File: src/branch_settings.svh
`ifndef BRANCH_SETTINGS_SVH
`define BRANCH_SETTINGS_SVH

// ##################################################
// predictor geometry
// ##################################################

// log2 of the number of counter / target entries
`define BHT_INDEX_BITS 4

// ##################################################
// branch alu opcodes
// ##################################################

`define ALU_NOP  4'h0
`define ALU_BEQ  4'h1
`define ALU_BNE  4'h2
`define ALU_BLT  4'h3
`define ALU_BGE  4'h4
`define ALU_BLTU 4'h5
`define ALU_BGEU 4'h6
`define ALU_B    4'h7
`define ALU_BL   4'h8
`define ALU_JIRL 4'h9

`endif

File: src/branch_pkg.sv
package branch_pkg;

    typedef logic [31:0] bus32_t;
    typedef logic [3:0]  alu_op_t;

    // ##################################################
    // instruction word views
    // ##################################################

    // 2RI16 form used by the conditional branches and jirl
    typedef struct packed {
        logic [5:0]  opcode6;
        logic [15:0] offs16;
        logic [4:0]  rj;
        logic [4:0]  rd;
    } inst_off16_t;

    // I26 form used by b and bl, offset split across the word
    typedef struct packed {
        logic [5:0]  opcode6;
        logic [15:0] offs_lo16;
        logic [9:0]  offs_hi10;
    } inst_off26_t;

    typedef union packed {
        inst_off16_t off16;
        inst_off26_t off26;
    } inst_word_u;

    // ##################################################
    // pipeline records
    // ##################################################

    typedef struct packed {
        bus32_t     pc;
        inst_word_u inst;
        alu_op_t    aluop;
        bus32_t     reg1;
        bus32_t     reg2;
        logic       pred_taken;
        bus32_t     pred_target;
    } branch_req_t;

    typedef struct packed {
        logic   update_en;
        bus32_t pc_dispatch;
        logic   taken_actual;
        // taken target, zero when not taken
        bus32_t actual_target;
    } branch_update_t;

    typedef struct packed {
        bus32_t         pc;
        bus32_t         link_value;
        logic           flush;
        bus32_t         redirect_addr;
        branch_update_t update;
    } branch_res_t;

    typedef struct packed {
        logic   taken;
        bus32_t target;
    } prediction_t;

endpackage

File: src/branch_alu.sv
`include "branch_settings.svh"

module branch_alu (
    input  branch_pkg::bus32_t         pc,
    input  branch_pkg::inst_word_u     inst,
    input  branch_pkg::alu_op_t        aluop,
    input  branch_pkg::bus32_t         reg1,
    input  branch_pkg::bus32_t         reg2,
    input  logic                       pre_is_branch_taken,
    input  branch_pkg::bus32_t         pre_branch_addr,
    output branch_pkg::branch_update_t update_info,
    output logic                       branch_flush,
    output branch_pkg::bus32_t         redirect_addr,
    output branch_pkg::bus32_t         branch_alu_res
);
    import branch_pkg::*;

    logic   reg_eq;
    logic   lt_signed;
    logic   lt_unsigned;
    bus32_t off16;
    bus32_t off26;
    bus32_t pc_plus4;
    logic   is_branch;
    logic   is_taken;
    bus32_t target;
    logic   mispredict;

    // ##################################################
    // compares and offsets
    // ##################################################

    assign reg_eq      = (reg1 == reg2);
    assign lt_signed   = ($signed(reg1) < $signed(reg2));
    assign lt_unsigned = (reg1 < reg2);

    // word offsets, sign extended
    assign off16 = {{14{inst.off16.offs16[15]}}, inst.off16.offs16, 2'b00};
    assign off26 = {{4{inst.off26.offs_hi10[9]}}, inst.off26.offs_hi10,
                    inst.off26.offs_lo16, 2'b00};

    assign pc_plus4 = pc + 32'd4;

    // ##################################################
    // direction, target and link
    // ##################################################

    always_comb begin
        is_branch      = 1'b1;
        is_taken       = 1'b0;
        target         = pc + off16;
        branch_alu_res = '0;
        case (aluop)
            `ALU_BEQ:  is_taken = reg_eq;
            `ALU_BNE:  is_taken = !reg_eq;
            `ALU_BLT:  is_taken = lt_signed;
            `ALU_BGE:  is_taken = !lt_signed;
            `ALU_BLTU: is_taken = lt_unsigned;
            `ALU_BGEU: is_taken = !lt_unsigned;
            `ALU_B: begin
                is_taken = 1'b1;
                target   = pc + off26;
            end
            `ALU_BL: begin
                is_taken       = 1'b1;
                target         = pc + off26;
                branch_alu_res = pc_plus4;
            end
            `ALU_JIRL: begin
                // register-relative jump
                is_taken       = 1'b1;
                target         = reg1 + off16;
                branch_alu_res = pc_plus4;
            end
            `ALU_NOP: begin
                is_branch = 1'b0;
                target    = '0;
            end
            default: begin
                is_branch = 1'b0;
                target    = '0;
            end
        endcase
    end

    // wrong direction, or right direction with a stale target
    assign mispredict = (is_taken != pre_is_branch_taken) ||
                        (is_taken && pre_is_branch_taken && (target != pre_branch_addr));

    assign branch_flush  = is_branch && mispredict;
    assign redirect_addr = is_taken ? target : pc_plus4;

    assign update_info = '{
        update_en:     is_branch,
        pc_dispatch:   pc,
        taken_actual:  is_taken,
        actual_target: is_taken ? target : '0
    };

endmodule

File: src/branch_predictor.sv
`include "branch_settings.svh"

module branch_predictor (
    input  logic                       clk,
    input  logic                       rst,
    input  branch_pkg::bus32_t         fetch_pc,
    output branch_pkg::prediction_t    fetch_pred,
    input  logic                       train_valid,
    input  branch_pkg::branch_update_t train
);
    import branch_pkg::*;

    localparam int IDX_W   = `BHT_INDEX_BITS;
    localparam int ENTRIES = 1 << IDX_W;
    localparam int TAG_W   = 32 - IDX_W - 2;

    logic [ENTRIES-1:0][1:0] cnt_q;
    logic [ENTRIES-1:0]      btb_valid_q;
    logic [TAG_W-1:0]        btb_tag_q [ENTRIES];
    bus32_t                  btb_target_q [ENTRIES];

    logic [IDX_W-1:0] rd_idx;
    logic [TAG_W-1:0] rd_tag;
    logic             hit;
    logic [IDX_W-1:0] wr_idx;
    logic [TAG_W-1:0] wr_tag;
    logic             wr_en;

    // ##################################################
    // lookup
    // ##################################################

    assign rd_idx = fetch_pc[IDX_W+1:2];
    assign rd_tag = fetch_pc[31:IDX_W+2];

    assign hit = btb_valid_q[rd_idx] && (btb_tag_q[rd_idx] == rd_tag);

    assign fetch_pred.taken  = cnt_q[rd_idx][1] && hit;
    assign fetch_pred.target = (cnt_q[rd_idx][1] && hit) ? btb_target_q[rd_idx] : '0;

    // ##################################################
    // training
    // ##################################################

    assign wr_idx = train.pc_dispatch[IDX_W+1:2];
    assign wr_tag = train.pc_dispatch[31:IDX_W+2];
    assign wr_en  = train_valid && train.update_en;

    always_ff @(posedge clk) begin
        if (rst) begin
            // weakly not taken everywhere
            cnt_q       <= {ENTRIES{2'b01}};
            btb_valid_q <= '0;
        end else if (wr_en) begin
            if (train.taken_actual) begin
                if (cnt_q[wr_idx] != 2'b11) begin
                    cnt_q[wr_idx] <= cnt_q[wr_idx] + 2'd1;
                end
                btb_valid_q[wr_idx] <= 1'b1;
            end else if (cnt_q[wr_idx] != 2'b00) begin
                cnt_q[wr_idx] <= cnt_q[wr_idx] - 2'd1;
            end
        end
    end

    always_ff @(posedge clk) begin
        if (wr_en && train.taken_actual) begin
            btb_tag_q[wr_idx]    <= wr_tag;
            btb_target_q[wr_idx] <= train.actual_target;
        end
    end

    // every counter holds a known state once out of reset
    a_cnt_known: assert property (@(posedge clk) disable iff (rst) !$isunknown(cnt_q))
        else $error("branch_predictor counter left the 2-bit range");

endmodule

File: src/branch_exec_stage.sv
module branch_exec_stage (
    input  logic                    clk,
    input  logic                    rst,
    input  logic                    dispatch_valid,
    output logic                    dispatch_ready,
    input  branch_pkg::branch_req_t dispatch_req,
    output logic                    res_valid,
    input  logic                    res_ready,
    output branch_pkg::branch_res_t res_data
);
    import branch_pkg::*;

    branch_req_t    req_q;
    logic           valid_q;
    logic           accept;
    branch_update_t alu_update;
    logic           alu_flush;
    bus32_t         alu_redirect;
    bus32_t         alu_link;

    // free when empty or the held item leaves this cycle
    assign dispatch_ready = !valid_q || res_ready;
    assign accept         = dispatch_valid && dispatch_ready;

    always_ff @(posedge clk) begin
        if (rst) begin
            valid_q <= 1'b0;
        end else if (accept) begin
            valid_q <= 1'b1;
        end else if (res_ready) begin
            valid_q <= 1'b0;
        end
    end

    always_ff @(posedge clk) begin
        if (accept) begin
            req_q <= dispatch_req;
        end
    end

    branch_alu branch_alu_i (
        .pc                  (req_q.pc),
        .inst                (req_q.inst),
        .aluop               (req_q.aluop),
        .reg1                (req_q.reg1),
        .reg2                (req_q.reg2),
        .pre_is_branch_taken (req_q.pred_taken),
        .pre_branch_addr     (req_q.pred_target),
        .update_info         (alu_update),
        .branch_flush        (alu_flush),
        .redirect_addr       (alu_redirect),
        .branch_alu_res      (alu_link)
    );

    assign res_valid = valid_q;
    assign res_data  = '{
        pc:            req_q.pc,
        link_value:    alu_link,
        flush:         alu_flush,
        redirect_addr: alu_redirect,
        update:        alu_update
    };

    // ##################################################
    // checks
    // ##################################################

    a_res_hold: assert property (@(posedge clk) disable iff (rst)
        res_valid && !res_ready |=> res_valid && $stable(res_data))
        else $error("result changed while stalled");

    a_flush_trains: assert property (@(posedge clk) disable iff (rst)
        res_valid && res_data.flush |-> res_data.update.update_en)
        else $error("flush without predictor update");

endmodule

File: src/branch_unit.sv
module branch_unit (
    input  logic                    clk,
    input  logic                    rst,
    input  logic                    dispatch_valid,
    output logic                    dispatch_ready,
    input  branch_pkg::branch_req_t dispatch_req,
    output logic                    res_valid,
    input  logic                    res_ready,
    output branch_pkg::branch_res_t res_data,
    input  branch_pkg::bus32_t      fetch_pc,
    output branch_pkg::prediction_t fetch_pred
);

    logic train_valid;

    branch_exec_stage branch_exec_stage_i (
        .clk            (clk),
        .rst            (rst),
        .dispatch_valid (dispatch_valid),
        .dispatch_ready (dispatch_ready),
        .dispatch_req   (dispatch_req),
        .res_valid      (res_valid),
        .res_ready      (res_ready),
        .res_data       (res_data)
    );

    // the result handshake is the commit point for training
    assign train_valid = res_valid && res_ready;

    branch_predictor branch_predictor_i (
        .clk         (clk),
        .rst         (rst),
        .fetch_pc    (fetch_pc),
        .fetch_pred  (fetch_pred),
        .train_valid (train_valid),
        .train       (res_data.update)
    );

endmodule

File: config.mk
export PLATFORM = sky130hd
export DESIGN_NAME = branch_unit
export DESIGN_NICKNAME = d
export VERILOG_FILES = /design/src/branch_pkg.sv /design/src/branch_alu.sv /design/src/branch_predictor.sv /design/src/branch_exec_stage.sv /design/src/branch_unit.sv
export VERILOG_INCLUDE_DIRS = /design/src
export SDC_FILE = /design/constraint.sdc
export NUM_CORES = 1
export LEC_CHECK = 0
export BUFFER_PORTS_ARGS = -buffer_cell sky130_fd_sc_hd__buf_4
export CORE_MARGIN = 5
export CORE_UTILIZATION = 50
export CTS_BUF_LIST = sky130_fd_sc_hd__clkbuf_4 sky130_fd_sc_hd__clkbuf_8 sky130_fd_sc_hd__clkbuf_16
export DETAILED_ROUTE_END_ITERATION = 7
export HOLD_SLACK_MARGIN = 0.1
export PLACE_DENSITY = 0.71
export SYNTH_ARGS = -nofsm -noshare
export SYNTH_HDL_FRONTEND = slang
export SYNTH_SLANG_ARGS = --single-unit
File: constraint.sdc
create_clock -name clk -period 16.9 [get_ports clk]
set_input_delay 0 -clock clk [delete_from_list [all_inputs] [get_ports clk]]
set_output_delay 0 -clock clk [all_outputs]
set_load 0.01 [all_outputs]
==> impl_metrics.toml, run 1 <==
[run_status]
status = "completed"

[floorplan]
die_y_um = 325.3
pin_count = 399
die_area_um2 = 105800
start_util_pct = 50.42
placement_rows = 115
dieWidth_um = 325.3
core_area_um2 = 98560

[sta]
maxSlewViolCount = 0
fin_skew_ns = 0.03920
period_minus_slack_ns = 7.370
fin_hold_ws_ns = 0.2804
finalHoldViolCount = 0
rsz0062_at_grt = "false"
finalCritPeriodShare_pct = 43.61
setup_violations = 0
fin_ws_ns = 9.530
fmax_mhz = 135.7
slew_headroom_pct = 2.941
final.setup.tns_ns = 0
worstMarginPinSlew_ns = 1.451

[synth]
ys_seq_area_share_pct = 67.65
avgSynthCellArea_um2 = 17.53
syn_inst = 2835
ys_types = 76
synthArstFlopShare_pct = 0
syn_area_um2 = 49700
synth_enable_flop_cells = 1087
yosys_most_used_dff = "edfxtp_1"
yosysWarnings = 0
syn-num-nets = 3141
ys_ff_latch = 1136

[routing]
drt_wl_total_um = 143200
viasPerCell = 6.199
route.vias.total = 30510
drt-pass1-iter-count = 7
drtAntennaViolNets = 0
drtIter0Drc = 3172
drc = 0
wl_per_cell_um = 29.10

[clock_tree]
clk_latency_ns = 0.68
clock-sinks = 1136
cts_tree = "built"
numCtsBuffers = 107
cts.repair.resized = 0
post_cts_buffers = 0
cts_root_buf = "clkbuf_16"
cts_hold_buf = 322
cts_max_path_buffers = 3
clk_pin_slew_ns = 0.07
htree_num_levels = 3

[grt]
overflow = 0
first_global_vias = 31410
grt_pass1_wl_um = 209800
grt_usage_pct = 26.71
grt_max_degree = 127
antenna_found_initial = 5

[pwr]
leakage_nw = 21.92
internal_power_mw = 4.818
power_frac_seq_pct = 50.4
power_density_nw_per_um2 = 103.6
netSwitchingFraction_pct = 23.53
clkPwrFrac_pct = 37.9
vdd_drop_max_mv = 0.09939
p_switching_mw = 1.482
combPwrFrac_pct = 11.8

[worst_setup_path]
cp-end-kind = "output pin"
worstPathArrival_ns = 7.37
startpoint_type = "register"
setup.worst_path.class = "reg -> out"
critPathMaxFanout = 33
cp.required_ns = 16.90

[cells_and_area]
area_growth_pct = 22.35
diodes = 0
fin_util_pct = 61.69
drive_gt1_share_pct = 28.23
final_net_count = 3857
fillers = 6669
layoutNonFillerInstCount = 4922

[place]
place_ws_ns = 10.14
dp_hpwl_um = 87260
numPortBuffers = 390
numPlacedInstances = 4407
place_congestion = 0.9516

[run]
max_cap_viol_count = 0

[min_path]
hp-class = "in -> reg"
==> final timing paths <==
check | slack, ns | depth (start not counted) | from | endpoint
max | 9.53 | 17 | branch_exec_stage_i.req_q[98]$_DFFE_PP_ | res_data[98]
min reg2reg | 0.47 | 1 | branch_predictor_i.btb_valid_q[9]$_SDFFE_PP0P_ | branch_predictor_i.btb_valid_q[9]$_SDFFE_PP0P_
max reg2reg | 10.04 | 10 | branch_exec_stage_i.req_q[96]$_DFFE_PP_ | branch_predictor_i.btb_target_q[1][5]$_DFFE_PP_
min | 0.28 | 3 | dispatch_valid | branch_exec_stage_i.req_q[2]$_DFFE_PP_
==> per-layer routing <==
layer	vias up	part of all wire [%]	global-route usage [%]
li1	12880	-	-
met1	15680	38	36.08
met2	1690	49	44.87
met3	252	9.4	4.875
met4	2	3.1	8.005
met5	-	0.0091	0
==> per-stage QoR <==
step | power, mW | area (µm²)
final | 6.300 | 60810
after global routing | 6.505 | 60810
after CTS | 6.310 | 60800
after detailed placement | 3.903 | 54120
after global placement | 3.888 | 54120
after floorplan | 3.615 | 49700
==> power groups by stage <==
stage / registers [mW] / clock network [mW] / logic, mW
floorplan: 3.22 / 0 / 0.391
global placement: 3.23 / 0 / 0.657
detailed placement: 3.23 / 0 / 0.670
CTS: 3.17 / 2.41 / 0.730
global route: 3.18 / 2.54 / 0.788
finish: 3.17 / 2.39 / 0.741
==> area by class of cell <==
type / instances / area, µm² / area share, %
multi-input cells: 1456 / 15140 / 24.90
repair buffers: 786 / 6736 / 11.08
well taps: 1287 / 1610 / 2.648
clock buffers: 136 / 2902 / 4.772
inverters: 64 / 240.2 / 0.3951
flip-flops and latches: 1136 / 33620 / 55.29
clock inverters: 57 / 555.5 / 0.9136
==> sequential cells by signal, indices dropped and copies added (netlist names), named ones only <==
register and cells:
branch_exec_stage_i.res_data 32, branch_exec_stage_i.req_q 127, branch_predictor_i.btb_target_q 512, branch_predictor_i.btb_valid_q 16
branch_predictor_i.btb_tag_q 416, branch_exec_stage_i.res_valid 1, branch_predictor_i.cnt_q 16
==> critical path, stage by stage (launching register included) <==
cell,delay (ns)
edfxtp_1,0.66
nor2_1,0.31
and3_1,0.19
buf_4,0.41
mux2_2,0.39
ha_1,0.37
a211o_1,0.31
a211o_1,0.34
a311oi_1,0.55
o21ai_0,0.22
mux2i_1,0.19
a21oi_1,0.78
xnor2_1,0.11
a2111oi_0,0.60
nand4_1,0.17
or4_1,0.55
o31a_1,0.34
buf_4,0.17
==> cells in the final DEF (no fill, tap or decap), types with 28 or more instances in the layout <==
cell | synthesis | routed
clkbuf_16 | 0 | 107
edfxtp_1 | 1087 | 1087
a21o_1 | 40 | 40
nor2b_1 | 46 | 46
nand2_1 | 85 | 85
clkbuf_4 | 0 | 28
xor2_1 | 57 | 57
inv_1 | 63 | 63
mux2_2 | 31 | 31
nand3_1 | 55 | 55
dfxtp_1 | 49 | 49
mux4_2 | 298 | 298
mux2i_1 | 57 | 57
buf_4 | 36 | 460
ha_1 | 103 | 103
nand4_1 | 31 | 31
o21ai_0 | 53 | 53
nor2_1 | 142 | 132
a21oi_1 | 66 | 66
dlygate4sd3_1 | 0 | 322
xnor2_1 | 59 | 59
==> synthesized netlist by cell type, types with 40 or more instances <==
cell,count,area [µm²]
edfxtp_1,1087,32640
xor2_1,57,499.2
xnor2_1,59,516.8
mux4_2,298,6711
nor2b_1,46,287.8
nand3_1,55,275.3
o21ai_0,53,265.3
dfxtp_1,49,980.9
nor2_1,142,533.0
clkbuf_1,98,367.9
nand2_1,85,319.1
a21o_1,40,300.3
inv_1,63,236.5
ha_1,103,1289
mux2i_1,57,570.6
a21oi_1,66,330.3
==> cells by family after synthesis <==
logic type               Yosys count  share of synthesized area (%)
XOR/XNOR                         116                          2.044
flip-flops                      1136                          67.65
buffers and inverters            243                          2.168
multiplexers                     386                          15.35
AO/OA/AOI/OAI                    365                          5.221
AND/OR/NAND/NOR                  484                          4.887
adder cells (fa/ha/maj)          105                          2.674
(Power assumes the default switching activity.)
==> inputs of run 2 (changes only) <==
- clock period: 16.9 -> 7.7 ns (I/O delays scaled with it)
==> run 2 against run 1 <==
Effect of this change:
- cell count increased by 0.61%
- global-route usage increased by 0.055 points
- die area unchanged
- non-clock buffer count increased by 14
- critical path type unchanged
- sequential power increased by 120%
- first-iteration DRC count increased by 2.5%
- critical endpoint unchanged
- combinational power increased by 120%
==> impl_metrics.toml, run 2 (synthesis results as in run 1) <==
[clock_tree]
cts_tree = "built"
cts_root_buf = "clkbuf_16"
cts_max_path_buffers = 3
clk_pin_slew_ns = 0.07
clk_latency_ns = 0.68
htree_num_levels = 3
numCtsBuffers = 110
clock-sinks = 1136
cts.repair.resized = 0

[pwr]
leakage_nw = 22.14
vdd_drop_max_mv = 0.1656
power_density_nw_per_um2 = 229.1

[cells_and_area]
most-common-layout-cells = "1,087 x edfxtp_1, 460 x buf_4, 323 x dlygate4sd3_1"
drive_gt1_share_pct = 28.47
fillers = 6668
largest_reg_flops = 512
largestRegisters = "branch_predictor_i.btb_target_q (512), branch_predictor_i.btb_tag_q (416), branch_exec_stage_i.req_q (127)"
postLayoutCellArea_um2 = 61300
final_net_count = 3874
regMostFlops = "branch_predictor_i.btb_target_q"
area_growth_pct = 23.35
regArea_um2 = 33620
final_common_cell = "edfxtp_1"
multi_input_area_um2 = 15140

[grt]
overflow = 0
grt_max_degree = 81
first_global_vias = 31550
grt_usage_pct = 26.77
grt_pass1_wl_um = 210400
antenna_found_initial = 3

[sta]
fmax_mhz = 140.3
finalCritPeriodShare_pct = 92.56
finalHoldViolCount = 0
maxSlewViolCount = 0
period_minus_slack_ns = 7.127
rsz0062_at_grt = "false"
slew_headroom_pct = 7.628
fin_ws_ns = 0.5732
setup_violations = 0
fin_skew_ns = 0.02449
worstMarginPinSlew_ns = 1.380
fin_hold_ws_ns = 0.3348

[worst_setup_path]
cp-end-kind = "output pin"
reg2reg_setup_slack_ns = 1.53
setup.worst_path.class = "reg -> out"
rr_worst_depth = 16
cp.required_ns = 7.70
startpoint_type = "register"
worstPathArrival_ns = 7.13
critPathMaxFanout = 9

[routing]
drtAntennaViolNets = 0
drc = 0
wl_per_cell_um = 29.04
viasPerCell = 6.182
routed.top_layer = "met4"
drt_wl_total_um = 143800
drtIter0Drc = 3251
dr_wl_met3_um = 12210
wl_met2_um = 72010
route.vias.total = 30610
wl_met1_um = 54940
drt-pass1-iter-count = 6

[run]
max_cap_viol_count = 0

[place]
dp_hpwl_um = 88600
placedInstanceArea_um2 = 54340
place_congestion = 0.9163
numPortBuffers = 390
place_ws_ns = 1.289

[floorplan]
pin_count = 399
die_area_um2 = 105800
start_util_pct = 50.42
die_y_um = 325.3
dieWidth_um = 325.3
core_area_um2 = 98560
placement_rows = 115

[min_path]
hp-class = "in -> reg"
worstHoldPathCells = 3

[run_status]
status = "completed"
run 2: changes by cell type in the layout (fill, tap and decap cells not counted), moves of 2 or more:
cell | previous run | this run
buf_12 | 1 | 11
clkinv_1 | 16 | 26
clkbuf_16 | 107 | 111
inv_6 | 5 | 1
buf_6 | 1 | 3
bufinv_16 | 10 | 12
clkbuf_4 | 28 | 26
clkinv_16 | 0 | 2
clkinv_2 | 18 | 20
clkinv_8 | 0 | 2
clkinvlp_4 | 7 | 5
run 2: worst max-delay path, cell delays in order, from the launching register on:
cell,delay [ns]
edfxtp_1,0.43
ha_1,0.58
nand4_1,0.25
nor3_1,0.83
o21ai_0,0.44
and3_1,0.26
or3_1,0.55
nor2_4,0.17
inv_2,0.05
ha_1,0.29
nor2_1,0.20
nor4b_1,0.40
o2111ai_1,0.25
nor4_1,0.45
nand4_1,0.13
or4_1,0.66
o31a_1,0.34
buf_4,0.16
run 2: through the flow:
stage          cells  util (%)  power [mW]  TNS, ns
5_1_grt         4951     62.19       14.49        0
3_5_place_dp    4418     55.14       8.552        0
6_report        4952     62.20       14.04        0
4_1_cts         4949     62.17       14.08        0
3_3_place_gp    4417     55.12       8.521        0
2_1_floorplan   2835         -       7.934  -417.61
run 2: power breakdown:
| part | switching (mW) | internal (mW) |
|---|---|---|
| sequential | 0.0853 | 6.88 |
| combinational | 0.918 | 0.698 |
| clock | 2.30 | 3.15 |
| total | 3.31 | 10.7 |
run 2: area by class of cell:
class	instances	share of cell area (%)
sequential	1136	54.85
inverter	64	0.3919
tap	1287	2.627
timing repair buffer	800	11.39
antenna	1	0.004082
multi-input combinational	1456	24.70
clock inverter	71	1.184
clock buffer	137	4.849
run 2: metal layers:
layer | up-vias | global-route usage, %
met3 | 223 | 4.113
met1 | 15830 | 36.00
met4 | 0 | 8.336
met5 | - | 0
li1 | 12940 | -
met2 | 1612 | 45.57
run 2: timing repair:
action | in CTS | in global routing
hold buffers | 323 | 0
buffers inserted | 0 | 0
hold endpoints to repair | 228 | 0
run 2: path summary, 6_finish.rpt:
| check | from | to |
|---|---|---|
| max | branch_exec_stage_i.req_q[96]$_DFFE_PP_ | res_data[98] |
| min | rst | branch_predictor_i.cnt_q[11]$_SDFFE_PP0P_ |
| max reg2reg | branch_exec_stage_i.req_q[98]$_DFFE_PP_ | branch_predictor_i.btb_target_q[8][31]$_DFFE_PP_ |
| min reg2reg | branch_predictor_i.btb_valid_q[10]$_SDFFE_PP0P_ | branch_predictor_i.btb_valid_q[10]$_SDFFE_PP0P_ |
